==> config.mk <==
export PLATFORM = sky130hd
export DESIGN_NAME = axi_dw_top
export DESIGN_NICKNAME = d
export VERILOG_FILES = /design/src/source/axi_dw_pkg.sv /design/src/source/axi_dw_read_path.sv /design/src/source/axi_dw_write_path.sv /design/src/source/axi_narrow_mem.sv /design/src/source/axi_dw_top.sv
export SDC_FILE = /design/constraint.sdc
export NUM_CORES = 2
export LEC_CHECK = 0
export CORE_MARGIN = 5
export CORE_UTILIZATION = 40
export CTS_BUF_LIST = sky130_fd_sc_hd__clkbuf_2 sky130_fd_sc_hd__clkbuf_4 sky130_fd_sc_hd__clkbuf_8
export DETAILED_ROUTE_END_ITERATION = 8
export DONT_BUFFER_PORTS = 1
export PLACE_DENSITY = 0.5
export SLEW_MARGIN = 20
export SYNTH_ARGS = -nofsm -noshare
export SYNTH_HDL_FRONTEND = slang
export SYNTH_SLANG_ARGS = --single-unit
==> constraint.sdc <==
create_clock -name clk_i -period 3 [get_ports clk_i]
set_input_delay 0.3 -clock clk_i [delete_from_list [all_inputs] [get_ports clk_i]]
set_output_delay 0.3 -clock clk_i [all_outputs]
set_load 0.02 [all_outputs]
==> src/source/axi_dw_pkg.sv <==
// Shared widths, AXI field types, response codes and channel structs for the AXI downsizer
`default_nettype none

package axi_dw_pkg;

  // ----------------------------------------
  // Widths
  // ----------------------------------------

  // Byte address width on both sides
  localparam int unsigned addr_width = 16;
  // Default data widths, picked up by the top level
  localparam int unsigned wide_data_width   = 64;
  localparam int unsigned narrow_data_width = 32;

  // ----------------------------------------
  // AXI field types
  // ----------------------------------------

  typedef logic [addr_width-1:0] addr_t;
  typedef logic [3:0]            id_t;
  // Beat count minus one
  typedef logic [7:0]            len_t;
  // Log2 of bytes per beat
  typedef logic [2:0]            size_t;
  typedef logic [1:0]            burst_t;
  typedef logic [3:0]            cache_t;
  typedef logic [1:0]            resp_t;

  // Burst types
  localparam burst_t burst_fixed = 2'b00;
  localparam burst_t burst_incr  = 2'b01;
  localparam burst_t burst_wrap  = 2'b10;

  // Response codes
  localparam resp_t resp_okay   = 2'b00;
  localparam resp_t resp_slverr = 2'b10;

  // ----------------------------------------
  // Channel structs
  // ----------------------------------------

  // Read and write address channels share one layout
  typedef struct packed {
    id_t    id;
    addr_t  addr;
    len_t   len;
    size_t  size;
    burst_t burst;
    cache_t cache;
    logic   valid;
  } ax_req_t;

  // Write data beats
  typedef struct packed {
    logic [wide_data_width-1:0]   data;
    logic [wide_data_width/8-1:0] strb;
    logic                         last;
    logic                         valid;
  } wide_w_t;

  typedef struct packed {
    logic [narrow_data_width-1:0]   data;
    logic [narrow_data_width/8-1:0] strb;
    logic                           last;
    logic                           valid;
  } narrow_w_t;

  // Read data beats
  typedef struct packed {
    id_t                        id;
    logic [wide_data_width-1:0] data;
    resp_t                      resp;
    logic                       last;
    logic                       valid;
  } wide_r_t;

  typedef struct packed {
    id_t                          id;
    logic [narrow_data_width-1:0] data;
    resp_t                        resp;
    logic                         last;
    logic                         valid;
  } narrow_r_t;

  // Write response, same on both sides
  typedef struct packed {
    id_t   id;
    resp_t resp;
    logic  valid;
  } b_rsp_t;

endpackage

`default_nettype wire

==> src/source/axi_dw_read_path.sv <==
// Read side of the downsizer; forwards AR and steers narrow R data into its wide lane
`default_nettype none

module axi_dw_read_path
  import axi_dw_pkg::*;
#(
  parameter int unsigned wide_data_width   = axi_dw_pkg::wide_data_width,
  parameter int unsigned narrow_data_width = axi_dw_pkg::narrow_data_width
) (
  input  logic      clk_i,
  input  logic      rst_ni,
  // Wide manager side
  input  ax_req_t   wide_ar,
  output logic      wide_ar_ready,
  output wide_r_t   wide_r,
  input  logic      wide_r_ready,
  // Narrow subordinate side
  output ax_req_t   narrow_ar,
  input  logic      narrow_ar_ready,
  input  narrow_r_t narrow_r,
  output logic      narrow_r_ready
);

  // Byte offset bits within one narrow word
  localparam int unsigned word_lsb  = $clog2(narrow_data_width / 8);
  // Bits that pick the narrow lane inside a wide beat
  localparam int unsigned lane_bits = $clog2(wide_data_width / narrow_data_width);

  typedef enum logic {
    st_idle,
    st_single
  } state_e;

  state_e state_d, state_q;

  // Lane of the outstanding read
  logic [lane_bits-1:0] lane_q;

  logic ar_fire;
  logic r_fire;

  // ----------------------------------------
  // Address channel
  // ----------------------------------------

  always_comb begin
    narrow_ar       = wide_ar;
    // Align down to a narrow word
    narrow_ar.addr  = {wide_ar.addr[addr_width-1:word_lsb], {word_lsb{1'b0}}};
    narrow_ar.size  = size_t'(word_lsb);
    // No new request while a beat is outstanding
    narrow_ar.valid = wide_ar.valid && (state_q == st_idle);
    wide_ar_ready   = narrow_ar_ready && (state_q == st_idle);
  end

  assign ar_fire = wide_ar.valid && wide_ar_ready;

  // ----------------------------------------
  // Read data steering
  // ----------------------------------------

  always_comb begin
    // Unused lanes read as zero
    wide_r         = '0;
    wide_r.id      = narrow_r.id;
    wide_r.resp    = narrow_r.resp;
    wide_r.last    = narrow_r.last;
    narrow_r_ready = 1'b0;
    if (state_q == st_single) begin
      wide_r.data[lane_q*narrow_data_width +: narrow_data_width] = narrow_r.data;
      wide_r.valid   = narrow_r.valid;
      narrow_r_ready = wide_r_ready;
    end
  end

  assign r_fire = wide_r.valid && wide_r_ready;

  // ----------------------------------------
  // FSM
  // ----------------------------------------

  always_comb begin
    state_d = state_q;
    case (state_q)
      st_idle: begin
        if (ar_fire) begin
          state_d = st_single;
        end
      end
      st_single: begin
        // Beat delivered, back to idle
        if (r_fire) begin
          state_d = st_idle;
        end
      end
      default: begin
        state_d = st_idle;
      end
    endcase
  end

  always_ff @(posedge clk_i or negedge rst_ni) begin
    if (!rst_ni) begin
      state_q <= st_idle;
    end else begin
      state_q <= state_d;
    end
  end

  // Lane captured with the request address
  always_ff @(posedge clk_i) begin
    if (ar_fire) begin
      lane_q <= wide_ar.addr[word_lsb +: lane_bits];
    end
  end

endmodule

`default_nettype wire

==> src/source/axi_dw_write_path.sv <==
// Write side of the downsizer; forwards AW and selects the addressed lane of W data and strobes
`default_nettype none

module axi_dw_write_path
  import axi_dw_pkg::*;
#(
  parameter int unsigned wide_data_width   = axi_dw_pkg::wide_data_width,
  parameter int unsigned narrow_data_width = axi_dw_pkg::narrow_data_width
) (
  input  logic      clk_i,
  input  logic      rst_ni,
  // Wide manager side
  input  ax_req_t   wide_aw,
  output logic      wide_aw_ready,
  input  wide_w_t   wide_w,
  output logic      wide_w_ready,
  output b_rsp_t    wide_b,
  input  logic      wide_b_ready,
  // Narrow subordinate side
  output ax_req_t   narrow_aw,
  input  logic      narrow_aw_ready,
  output narrow_w_t narrow_w,
  input  logic      narrow_w_ready,
  input  b_rsp_t    narrow_b,
  output logic      narrow_b_ready
);

  // Byte offset bits within one narrow word
  localparam int unsigned word_lsb    = $clog2(narrow_data_width / 8);
  // Lane select bits and strobe bits per lane
  localparam int unsigned lane_bits   = $clog2(wide_data_width / narrow_data_width);
  localparam int unsigned narrow_strb = narrow_data_width / 8;

  typedef enum logic {
    st_idle,
    st_single
  } state_e;

  state_e state_d, state_q;

  // Lane of the accepted write address
  logic [lane_bits-1:0] lane_q;

  logic aw_fire;
  logic w_fire;

  // ----------------------------------------
  // Address channel
  // ----------------------------------------

  always_comb begin
    narrow_aw       = wide_aw;
    narrow_aw.addr  = {wide_aw.addr[addr_width-1:word_lsb], {word_lsb{1'b0}}};
    narrow_aw.size  = size_t'(word_lsb);
    // Hold off AW until the data beat of the last one went through
    narrow_aw.valid = wide_aw.valid && (state_q == st_idle);
    wide_aw_ready   = narrow_aw_ready && (state_q == st_idle);
  end

  assign aw_fire = wide_aw.valid && wide_aw_ready;

  // ----------------------------------------
  // Write data lane select
  // ----------------------------------------

  always_comb begin
    narrow_w     = '0;
    // W stays blocked while idle, so data never overtakes its address
    wide_w_ready = 1'b0;
    if (state_q == st_single) begin
      narrow_w.data  = wide_w.data[lane_q*narrow_data_width +: narrow_data_width];
      narrow_w.strb  = wide_w.strb[lane_q*narrow_strb +: narrow_strb];
      narrow_w.last  = wide_w.last;
      narrow_w.valid = wide_w.valid;
      wide_w_ready   = narrow_w_ready;
    end
  end

  assign w_fire = narrow_w.valid && narrow_w_ready;

  // Write response goes straight back
  assign wide_b         = narrow_b;
  assign narrow_b_ready = wide_b_ready;

  // ----------------------------------------
  // FSM
  // ----------------------------------------

  always_comb begin
    state_d = state_q;
    case (state_q)
      st_idle: begin
        if (aw_fire) begin
          state_d = st_single;
        end
      end
      st_single: begin
        // Data beat accepted downstream
        if (w_fire) begin
          state_d = st_idle;
        end
      end
      default: begin
        state_d = st_idle;
      end
    endcase
  end

  always_ff @(posedge clk_i or negedge rst_ni) begin
    if (!rst_ni) begin
      state_q <= st_idle;
    end else begin
      state_q <= state_d;
    end
  end

  always_ff @(posedge clk_i) begin
    if (aw_fire) begin
      lane_q <= wide_aw.addr[word_lsb +: lane_bits];
    end
  end

endmodule

`default_nettype wire

==> src/source/axi_narrow_mem.sv <==
// Narrow single-beat AXI memory with byte strobes and range check, used as the downsizer's subordinate
`default_nettype none

module axi_narrow_mem
  import axi_dw_pkg::*;
#(
  parameter int unsigned narrow_data_width = axi_dw_pkg::narrow_data_width,
  parameter int unsigned depth_words       = 64
) (
  input  logic      clk_i,
  input  logic      rst_ni,
  // Read channels
  input  ax_req_t   ar,
  output logic      ar_ready,
  output narrow_r_t r,
  input  logic      r_ready,
  // Write channels
  input  ax_req_t   aw,
  output logic      aw_ready,
  input  narrow_w_t w,
  output logic      w_ready,
  output b_rsp_t    b,
  input  logic      b_ready
);

  localparam int unsigned word_lsb      = $clog2(narrow_data_width / 8);
  localparam int unsigned strb_width    = narrow_data_width / 8;
  // Word index taken from the full address
  localparam int unsigned idx_width     = addr_width - word_lsb;
  localparam int unsigned mem_idx_width = (depth_words > 1) ? $clog2(depth_words) : 1;

  typedef logic [narrow_data_width-1:0] word_t;
  typedef logic [idx_width-1:0]         idx_t;

  word_t mem_q [depth_words];

  // Read side
  logic  r_valid_q;
  id_t   r_id_q;
  word_t r_data_q;
  resp_t r_resp_q;
  idx_t  ar_idx;
  logic  ar_in_range;
  logic  ar_fire;
  logic  r_fire;

  // Write side
  logic  aw_held_q;
  id_t   aw_id_q;
  idx_t  aw_idx_q;
  logic  aw_in_range;
  logic  b_valid_q;
  id_t   b_id_q;
  resp_t b_resp_q;
  logic  aw_fire;
  logic  w_fire;
  logic  b_fire;

  // ----------------------------------------
  // Handshakes
  // ----------------------------------------

  // One read in flight, refused while R is pending
  assign ar_ready = !r_valid_q;
  assign ar_fire  = ar.valid && ar_ready;
  assign r_fire   = r_valid_q && r_ready;

  // AW held until W arrives, then B must drain
  assign aw_ready = !aw_held_q && !b_valid_q;
  assign w_ready  = aw_held_q;
  assign aw_fire  = aw.valid && aw_ready;
  assign w_fire   = w.valid && w_ready;
  assign b_fire   = b_valid_q && b_ready;

  // Range checks
  assign ar_idx      = ar.addr[addr_width-1:word_lsb];
  assign ar_in_range = 32'(ar_idx) < depth_words;
  assign aw_in_range = 32'(aw_idx_q) < depth_words;

  // ----------------------------------------
  // Control and storage
  // ----------------------------------------

  always_ff @(posedge clk_i or negedge rst_ni) begin
    if (!rst_ni) begin
      r_valid_q <= 1'b0;
      aw_held_q <= 1'b0;
      b_valid_q <= 1'b0;
      for (int i = 0; i < depth_words; i++) begin
        mem_q[i] <= '0;
      end
    end else begin
      if (ar_fire) begin
        r_valid_q <= 1'b1;
      end else if (r_fire) begin
        r_valid_q <= 1'b0;
      end

      if (aw_fire) begin
        aw_held_q <= 1'b1;
      end else if (w_fire) begin
        aw_held_q <= 1'b0;
      end

      // B follows the W beat by one cycle
      if (w_fire) begin
        b_valid_q <= 1'b1;
      end else if (b_fire) begin
        b_valid_q <= 1'b0;
      end

      // Byte-wise write, dropped when out of range
      if (w_fire && aw_in_range) begin
        for (int j = 0; j < strb_width; j++) begin
          if (w.strb[j]) begin
            mem_q[aw_idx_q[mem_idx_width-1:0]][8*j +: 8] <= w.data[8*j +: 8];
          end
        end
      end
    end
  end

  // ----------------------------------------
  // Response payload
  // ----------------------------------------

  always_ff @(posedge clk_i) begin
    if (ar_fire) begin
      r_id_q <= ar.id;
      if (ar_in_range) begin
        r_data_q <= mem_q[ar_idx[mem_idx_width-1:0]];
        r_resp_q <= resp_okay;
      end else begin
        r_data_q <= '0;
        r_resp_q <= resp_slverr;
      end
    end
    if (aw_fire) begin
      aw_id_q  <= aw.id;
      aw_idx_q <= aw.addr[addr_width-1:word_lsb];
    end
    if (w_fire) begin
      b_id_q   <= aw_id_q;
      b_resp_q <= aw_in_range ? resp_okay : resp_slverr;
    end
  end

  // Single beat, so last is always set
  assign r.id    = r_id_q;
  assign r.data  = r_data_q;
  assign r.resp  = r_resp_q;
  assign r.last  = 1'b1;
  assign r.valid = r_valid_q;

  assign b.id    = b_id_q;
  assign b.resp  = b_resp_q;
  assign b.valid = b_valid_q;

endmodule

`default_nettype wire

==> src/source/axi_dw_top.sv <==
// Top level of the downsizer; wide AXI port in, both paths and the narrow memory behind them
`default_nettype none

module axi_dw_top
  import axi_dw_pkg::*;
#(
  parameter int unsigned wide_data_width   = axi_dw_pkg::wide_data_width,
  parameter int unsigned narrow_data_width = axi_dw_pkg::narrow_data_width,
  parameter int unsigned mem_depth_words   = 64
) (
  input  logic    clk_i,
  input  logic    rst_ni,
  // Wide read channels
  input  ax_req_t ar,
  output logic    ar_ready,
  output wide_r_t r,
  input  logic    r_ready,
  // Wide write channels
  input  ax_req_t aw,
  output logic    aw_ready,
  input  wide_w_t w,
  output logic    w_ready,
  output b_rsp_t  b,
  input  logic    b_ready
);

  // ----------------------------------------
  // Narrow side wires
  // ----------------------------------------

  ax_req_t   narrow_ar;
  logic      narrow_ar_ready;
  narrow_r_t narrow_r;
  logic      narrow_r_ready;

  ax_req_t   narrow_aw;
  logic      narrow_aw_ready;
  narrow_w_t narrow_w;
  logic      narrow_w_ready;
  b_rsp_t    narrow_b;
  logic      narrow_b_ready;

  // Read downsizer
  axi_dw_read_path #(
    .wide_data_width   (wide_data_width),
    .narrow_data_width (narrow_data_width)
  ) read_path_inst (
    .clk_i           (clk_i),
    .rst_ni          (rst_ni),
    .wide_ar         (ar),
    .wide_ar_ready   (ar_ready),
    .wide_r          (r),
    .wide_r_ready    (r_ready),
    .narrow_ar       (narrow_ar),
    .narrow_ar_ready (narrow_ar_ready),
    .narrow_r        (narrow_r),
    .narrow_r_ready  (narrow_r_ready)
  );

  // Write downsizer
  axi_dw_write_path #(
    .wide_data_width   (wide_data_width),
    .narrow_data_width (narrow_data_width)
  ) write_path_inst (
    .clk_i           (clk_i),
    .rst_ni          (rst_ni),
    .wide_aw         (aw),
    .wide_aw_ready   (aw_ready),
    .wide_w          (w),
    .wide_w_ready    (w_ready),
    .wide_b          (b),
    .wide_b_ready    (b_ready),
    .narrow_aw       (narrow_aw),
    .narrow_aw_ready (narrow_aw_ready),
    .narrow_w        (narrow_w),
    .narrow_w_ready  (narrow_w_ready),
    .narrow_b        (narrow_b),
    .narrow_b_ready  (narrow_b_ready)
  );

  // Narrow subordinate
  axi_narrow_mem #(
    .narrow_data_width (narrow_data_width),
    .depth_words       (mem_depth_words)
  ) narrow_mem_inst (
    .clk_i    (clk_i),
    .rst_ni   (rst_ni),
    .ar       (narrow_ar),
    .ar_ready (narrow_ar_ready),
    .r        (narrow_r),
    .r_ready  (narrow_r_ready),
    .aw       (narrow_aw),
    .aw_ready (narrow_aw_ready),
    .w        (narrow_w),
    .w_ready  (narrow_w_ready),
    .b        (narrow_b),
    .b_ready  (narrow_b_ready)
  );

endmodule

`default_nettype wire

---- Word-level counts from Yosys, hierarchy flattened ----
Cells that the tools add are included.
word-level totals
  output and inout port bits .............. 82
  word-level logic and storage cells ...... 155
  flip-flop bits (word level) ............. 2117
  input bits .............................. 154
operators by class
  add/sub/neg operators ................... 1
  muxes and demuxes ....................... 41
  shifts and indexed selects .............. 4
  reduce and logical (&&, ||, !) cells .... 21
  bitwise logic cells ..................... 5
  order comparisons ....................... 5
operators with widths
  kind                        number
  $mux W2048                  7
  $bwmux W2048                4
  $demux W32 S6               4
  $bmux W32 S6                1
  $mux W32                    3
  $and A64 B64 Y64            1
  $mux W64                    1
  $shift A32 B34 Y64 const A  1
  $shiftx A32 B34 Y64         1
  $shiftx A64 B7 Y32          1
  $mux W38                    1
  $neg A6 Y34                 1
  $lt A14 B7 Y1 const B       2
  $mux W24                    1
  $mux W16                    1
  $logic_and A1 B1 Y1         15
  $ge A7 B7 Y1 const B        2
  $not A6 Y7                  2
  $mux W1                     13
  $mux W8                     1
  $shiftx A8 B4 Y4            1
  $lt A7 B1 Y1 const B        1
  $reduce_bool A2 Y1          3
  $mux W2                     2
  other kinds (3)             7

---- Logic depth before layout (Yosys ltp) ----
  depth in word-level cells ............... 16
  mapped depth ............................ 11

---- By module ----
From an unflattened synthesis, not the netlist that was laid out.
unflattened totals
  cells, all modules ...................... 6249
  area, all modules ....................... 98655.9 sq um
by module, submodules not included
  module             sequential area each (sq um)  area an instance (sq um)  cells an instance  times used
  axi_narrow_mem     53126.0                       96613.9                   5981               1
  axi_dw_write_path  55.1                          1119.8                    137                1
  axi_dw_read_path   55.1                          922.1                     131                1

---- Worst setup path after synthesis ----
OpenSTA, ideal clock, no wires.
  path kind ............................... register to register
  start ................................... register write_path_inst.state_q
  end ..................................... register narrow_mem_inst.aw_id_q[0], enable pin
  buffers on the path ..................... 3
  period minus slack after synthesis ...... 2.546 ns
  cell stages (with the launch flop) ...... 6
  data required time ...................... 2.622 ns
  path slack .............................. 0.454 ns
  data arrival time ....................... 2.168 ns
  path through ............................ dfrtp_1 clkbuf_1 buf_2 buf_1 nor3_1 and2_1
between the ends
  cells in the longest elaborated chain, start to end .. 3
RTL lines
  what                         RTL line                  text
  start: declaration           axi_dw_write_path.sv:39   state_e state_d, state_q;
  start signal: assignment     axi_dw_write_path.sv:111  state_q <= st_idle;
  start signal: assignment     axi_dw_write_path.sv:113  state_q <= state_d;
  $not A1 Y1                   axi_dw_write_path.sv:56   narrow_aw.valid = wide_aw.valid && (state_q == st_idle);
  $logic_and A1 B1 Y1          axi_dw_write_path.sv:56
  $logic_and A1 B1 Y1          axi_narrow_mem.sv:71      assign aw_fire = aw.valid && aw_ready;
  net narrow_mem_inst.aw_fire  axi_narrow_mem.sv:55      logic aw_fire;
  end signal: assignment       axi_narrow_mem.sv:139     aw_id_q <= aw.id;
  end: declaration             axi_narrow_mem.sv:49      id_t aw_id_q;
The timed path passes the listed nets, and every way through them passes these cells.
A chain may end at the register's enable or synchronous reset.

---- Worst setup path after layout ----
  start ................................... input port ar[20] in the netlist's numbering
  end ..................................... register narrow_mem_inst.r_data_q[7] (data pin)
between the ends
  cells in the longest elaborated chain, start to end .. 4
  elaborated cells between the ends (all ways) .. 5
  classes of those cells .................. order compare: 1; mux: 3; bitwise: 1
RTL lines
  what                                          RTL line               text
  start: declaration                            axi_dw_top.sv:14       input ax_req_t ar,
  $not A6 Y7 (not written as such)              axi_narrow_mem.sv:131  r_data_q <= mem_q[ar_idx[mem_idx_width-1:0]];
  $bmux W32 S6                                  axi_narrow_mem.sv:131
  $mux W32 (not written as such) (2 in series)  axi_narrow_mem.sv:131
  end signal: assignment                        axi_narrow_mem.sv:131
  end: declaration                              axi_narrow_mem.sv:40   word_t r_data_q;
Several ways; a longest one is shown, not always the timed one. The select of a mux whose other input is x is not followed.

==> impl_results.md <==
- Post-synthesis simple-gate area fraction: 0.120
- Clk_lat worst skew: 1.09 ns
- Period utilization: 1.45
- Crit path max fanout: 506
- Vias/cell: 5.50
- Distinct cells, synth: 59
- Clock Skew: 0.0637 ns
- H-Tree Depth: 5
- Number of global-route vias before repair: 66600
- Port Buf Inserts: 0
- Die height: 495 µm
- DIE WIDTH: 495 µm
- Largest family of logic cells by synthesized area: multiplexers
- CP most frequent cell: mux4_2
- Leak: 0.0450 µW
- Compound-Gate Fraction of Synth Area: 0.120
- Post-synthesis xor/xnor area fraction: 0
- Dpl ws: 0.0176 ns
- Ys Warns: 0
- RD Place Congestion: 0.792
- Area occupied by registers: 0.0532 mm²
- Yosys reg bits: 2115
- GRT Resource Usage Total: 0.248
- Area of the core: 0.235 mm²
- Die ar.: 0.245 mm²
- Synth Area in Adders: 0
- FFs w/ async S/R, synth: 0.971
- Initial antenna violation count: 28
- Top-count cell post-synth: nand2_1
- Commonest cells in the netlist: 2248 x nand2_1, 2053 x dfrtp_1, 1607 x o21ai_1
- Setup Viol. Count Final: 29
- Drt pass-1 iters: 5
- Worst-Margin Slew: 3.42 ns
- Sequential area share after synthesis: 0.565
- Starting DRT DRC Count: 4924
- Fmax: 231 MHz
- Mux share of post-synthesis cell area: 0.147
- DP HPWL: 180000 µm
- Mapped Cells: 8707
- Required time worst endpoint: 3.80 ns
- Largest net degree at the start of global routing: 507
- Multi-input logic area: 0.0366 mm²
- Clock slew at reported path FFs: 0.06 ns
- CP peak stage delay: 1.68 ns
- Clock Path Buffers: 4
- Crit. End Element: flop
- GRT overflow: 0
- Status: finished, violations left
- Power per cell area: 602 mW/mm²
- Avg Inst Size Synth: 10.8 µm²
- Cell Chain, Critical Path: mux4_2 -> mux4_2 -> a21oi_1 -> a311oi_1 -> dlygate4sd3_1
- Ratio of cells with drive above 1 in the final layout: 0.179
- Post-route cell area: 0.106 mm²
- Clock sinks: 2115
- Nets@finish: 8691
- Vias post-DR: 65900
- CTS root buffer: clkbuf_8
- Post-CTS setup buffer count: 0
- Final Slew Violations: 337
- Fillers: 22000
- CP startpoint kind: primary input
- Wire per inst: 25.2 µm
- Area share of the largest cell type after synthesis: 0.546
- Crit Path Class: in -> reg
- CTS buffer count: 382
- VDD IR max: 0.00133 V
- Largest cells by area after synthesis: dfrtp_1 55%, mux4_2 13%, nand2_1 9.0%, o21ai_1 8.5%, o21ai_0 2.4%
- Final setup margin: -1.34 ns
- Synth Flop Type: dfrtp_1
- Endpoints failing hold: 0
- Delay-heaviest family, CP: multiplexers
- Area grow syn2layout: 12.9%
- First-pass GRT wire length: 454000 µm
- Synth area leader: dfrtp_1
- Synth Cell Area: 0.0941 mm²
- Io pins: 236
- Final wirelength: 302000 µm
- Dpl cell area: 0.0968 mm²
- Post-route antenna net violation count: 0
- Final min period: 4.34 ns
- Initial Util: 0.401
- Rows: 178
- CTS tree: built
- Rel. slew slack: -1.28
- Min-Delay Path Class: in -> reg
- Number of synthesized flops with an enable pin: 62
- Crit path buf inv count: 1
- Number of remaining DRC errors: 0
- Crit path DAT: 5.14 ns
- Failing checks: max-slew violations, negative setup slack
- Worst path slowest cell: mux4_2
- Maxcap violations: 0
[cell families after synthesis]
kind of cell | after synthesis
muxes | 694
other | 2
DFF | 2115
AOI/OAI and AO/OA | 2191
and+or+nand+nor | 2732
buffers and inverters | 973
[report_power, final]
group	total (µW)	switching (µW)	internal (µW)
Combinational	6850	5250	1600
Clock	28300	12100	16200
Sequential	28800	68.0	28800
[what timing repair did]
| item | CTS | global route |
|---|---|---|
| endpoints found under the hold margin | 3768 | 1 |
| resized for setup | 1 | 2 |
| endpoints found under the setup margin | 1 | 21 |
| hold buffers | 142 | 1 |
[tightest hold or removal path, stage by stage]
cell and delay [ns]:
nor3_1 0.06, nor4_1 0.30, buf_4 0.18, a31oi_1 0.08
[through the flow]
stage	TNS (ns)	util	power (µW)	hold slack, ns	std cells
2_1_floorplan	0	-	32700	0.00441	8708
3_3_place_gp	0	0.412	35800	0.247	11200
3_5_place_dp	0	0.412	35900	0.242	11200
4_1_cts	0	0.452	64600	0.0113	12000
5_1_grt	-0.00248	0.453	66300	0.0160	12000
6_report	-15.76	0.453	64000	0.0671	12000
[sequential cells by signal (all words and copies together) (netlist names), 4 cells and up]
name and cells:
narrow_mem_inst.aw_idx_q 14, narrow_mem_inst.mem_q 2048, narrow_mem_inst.aw_id_q 4, narrow_mem_inst.b_id_q 4
narrow_mem_inst.r_data_q 32, narrow_mem_inst.r_id_q 4
[final cells by class]
type | instances | area share
Sequential cell | 2115 | 0.501
Multi-Input combinational cell | 5620 | 0.345
Clock buffer | 605 | 0.0710
Timing Repair Buffer | 408 | 0.0420
Tap cell | 3150 | 0.0371
Clock inverter | 48 | 0.00325
Antenna cell | 21 | 0.000495
Inverter | 10 | 0.000447
[path summary, 6_finish.rpt]
kind	cells past startpoint	start	end	slack (ns)
max	5	ar[20]	narrow_mem_inst.r_data_q[7]$_SDFFCE_PP0P_	-1.34
min	4	ar[25]	narrow_mem_inst.r_data_q[22]$_SDFFCE_PP0P_	0.07
max reg2reg	5	narrow_mem_inst.mem_q[27]$_DFFE_PN0P_	narrow_mem_inst.r_data_q[27]$_SDFFCE_PP0P_	0.17
min reg2reg	0	narrow_mem_inst.aw_id_q[3]$_DFFE_PP_	narrow_mem_inst.b_id_q[3]$_DFFE_PP_	0.43
max in group asynchronous	4	rst_ni	narrow_mem_inst.mem_q[1341]$_DFFE_PN0P_	2.06
min in group asynchronous	3	rst_ni	narrow_mem_inst.mem_q[1159]$_DFFE_PN0P_	0.09
[placed cells by master (no fill, tap or decap), drive strengths merged, types with 22 or more instances in the layout]
cell            n
dlygate4sd3   137
mux2           45
and3           35
clkbuf        605
mux2i          99
nand2        2249
clkinv         41
or3           256
mux4          550
dfrtp        2053
nand3          75
a31oi          22
edfxtp         62
buf           271
o21ai        2062
and2           39
[routing by layer]
layer	track usage	wire, µm	up-vias
li1	-	-	30300
met1	0.343	132000	33200
met2	0.396	141000	1824
met3	0.0412	16700	580
met4	0.0920	11400	4
met5	0	26	-
(Power assumes the default switching activity.)
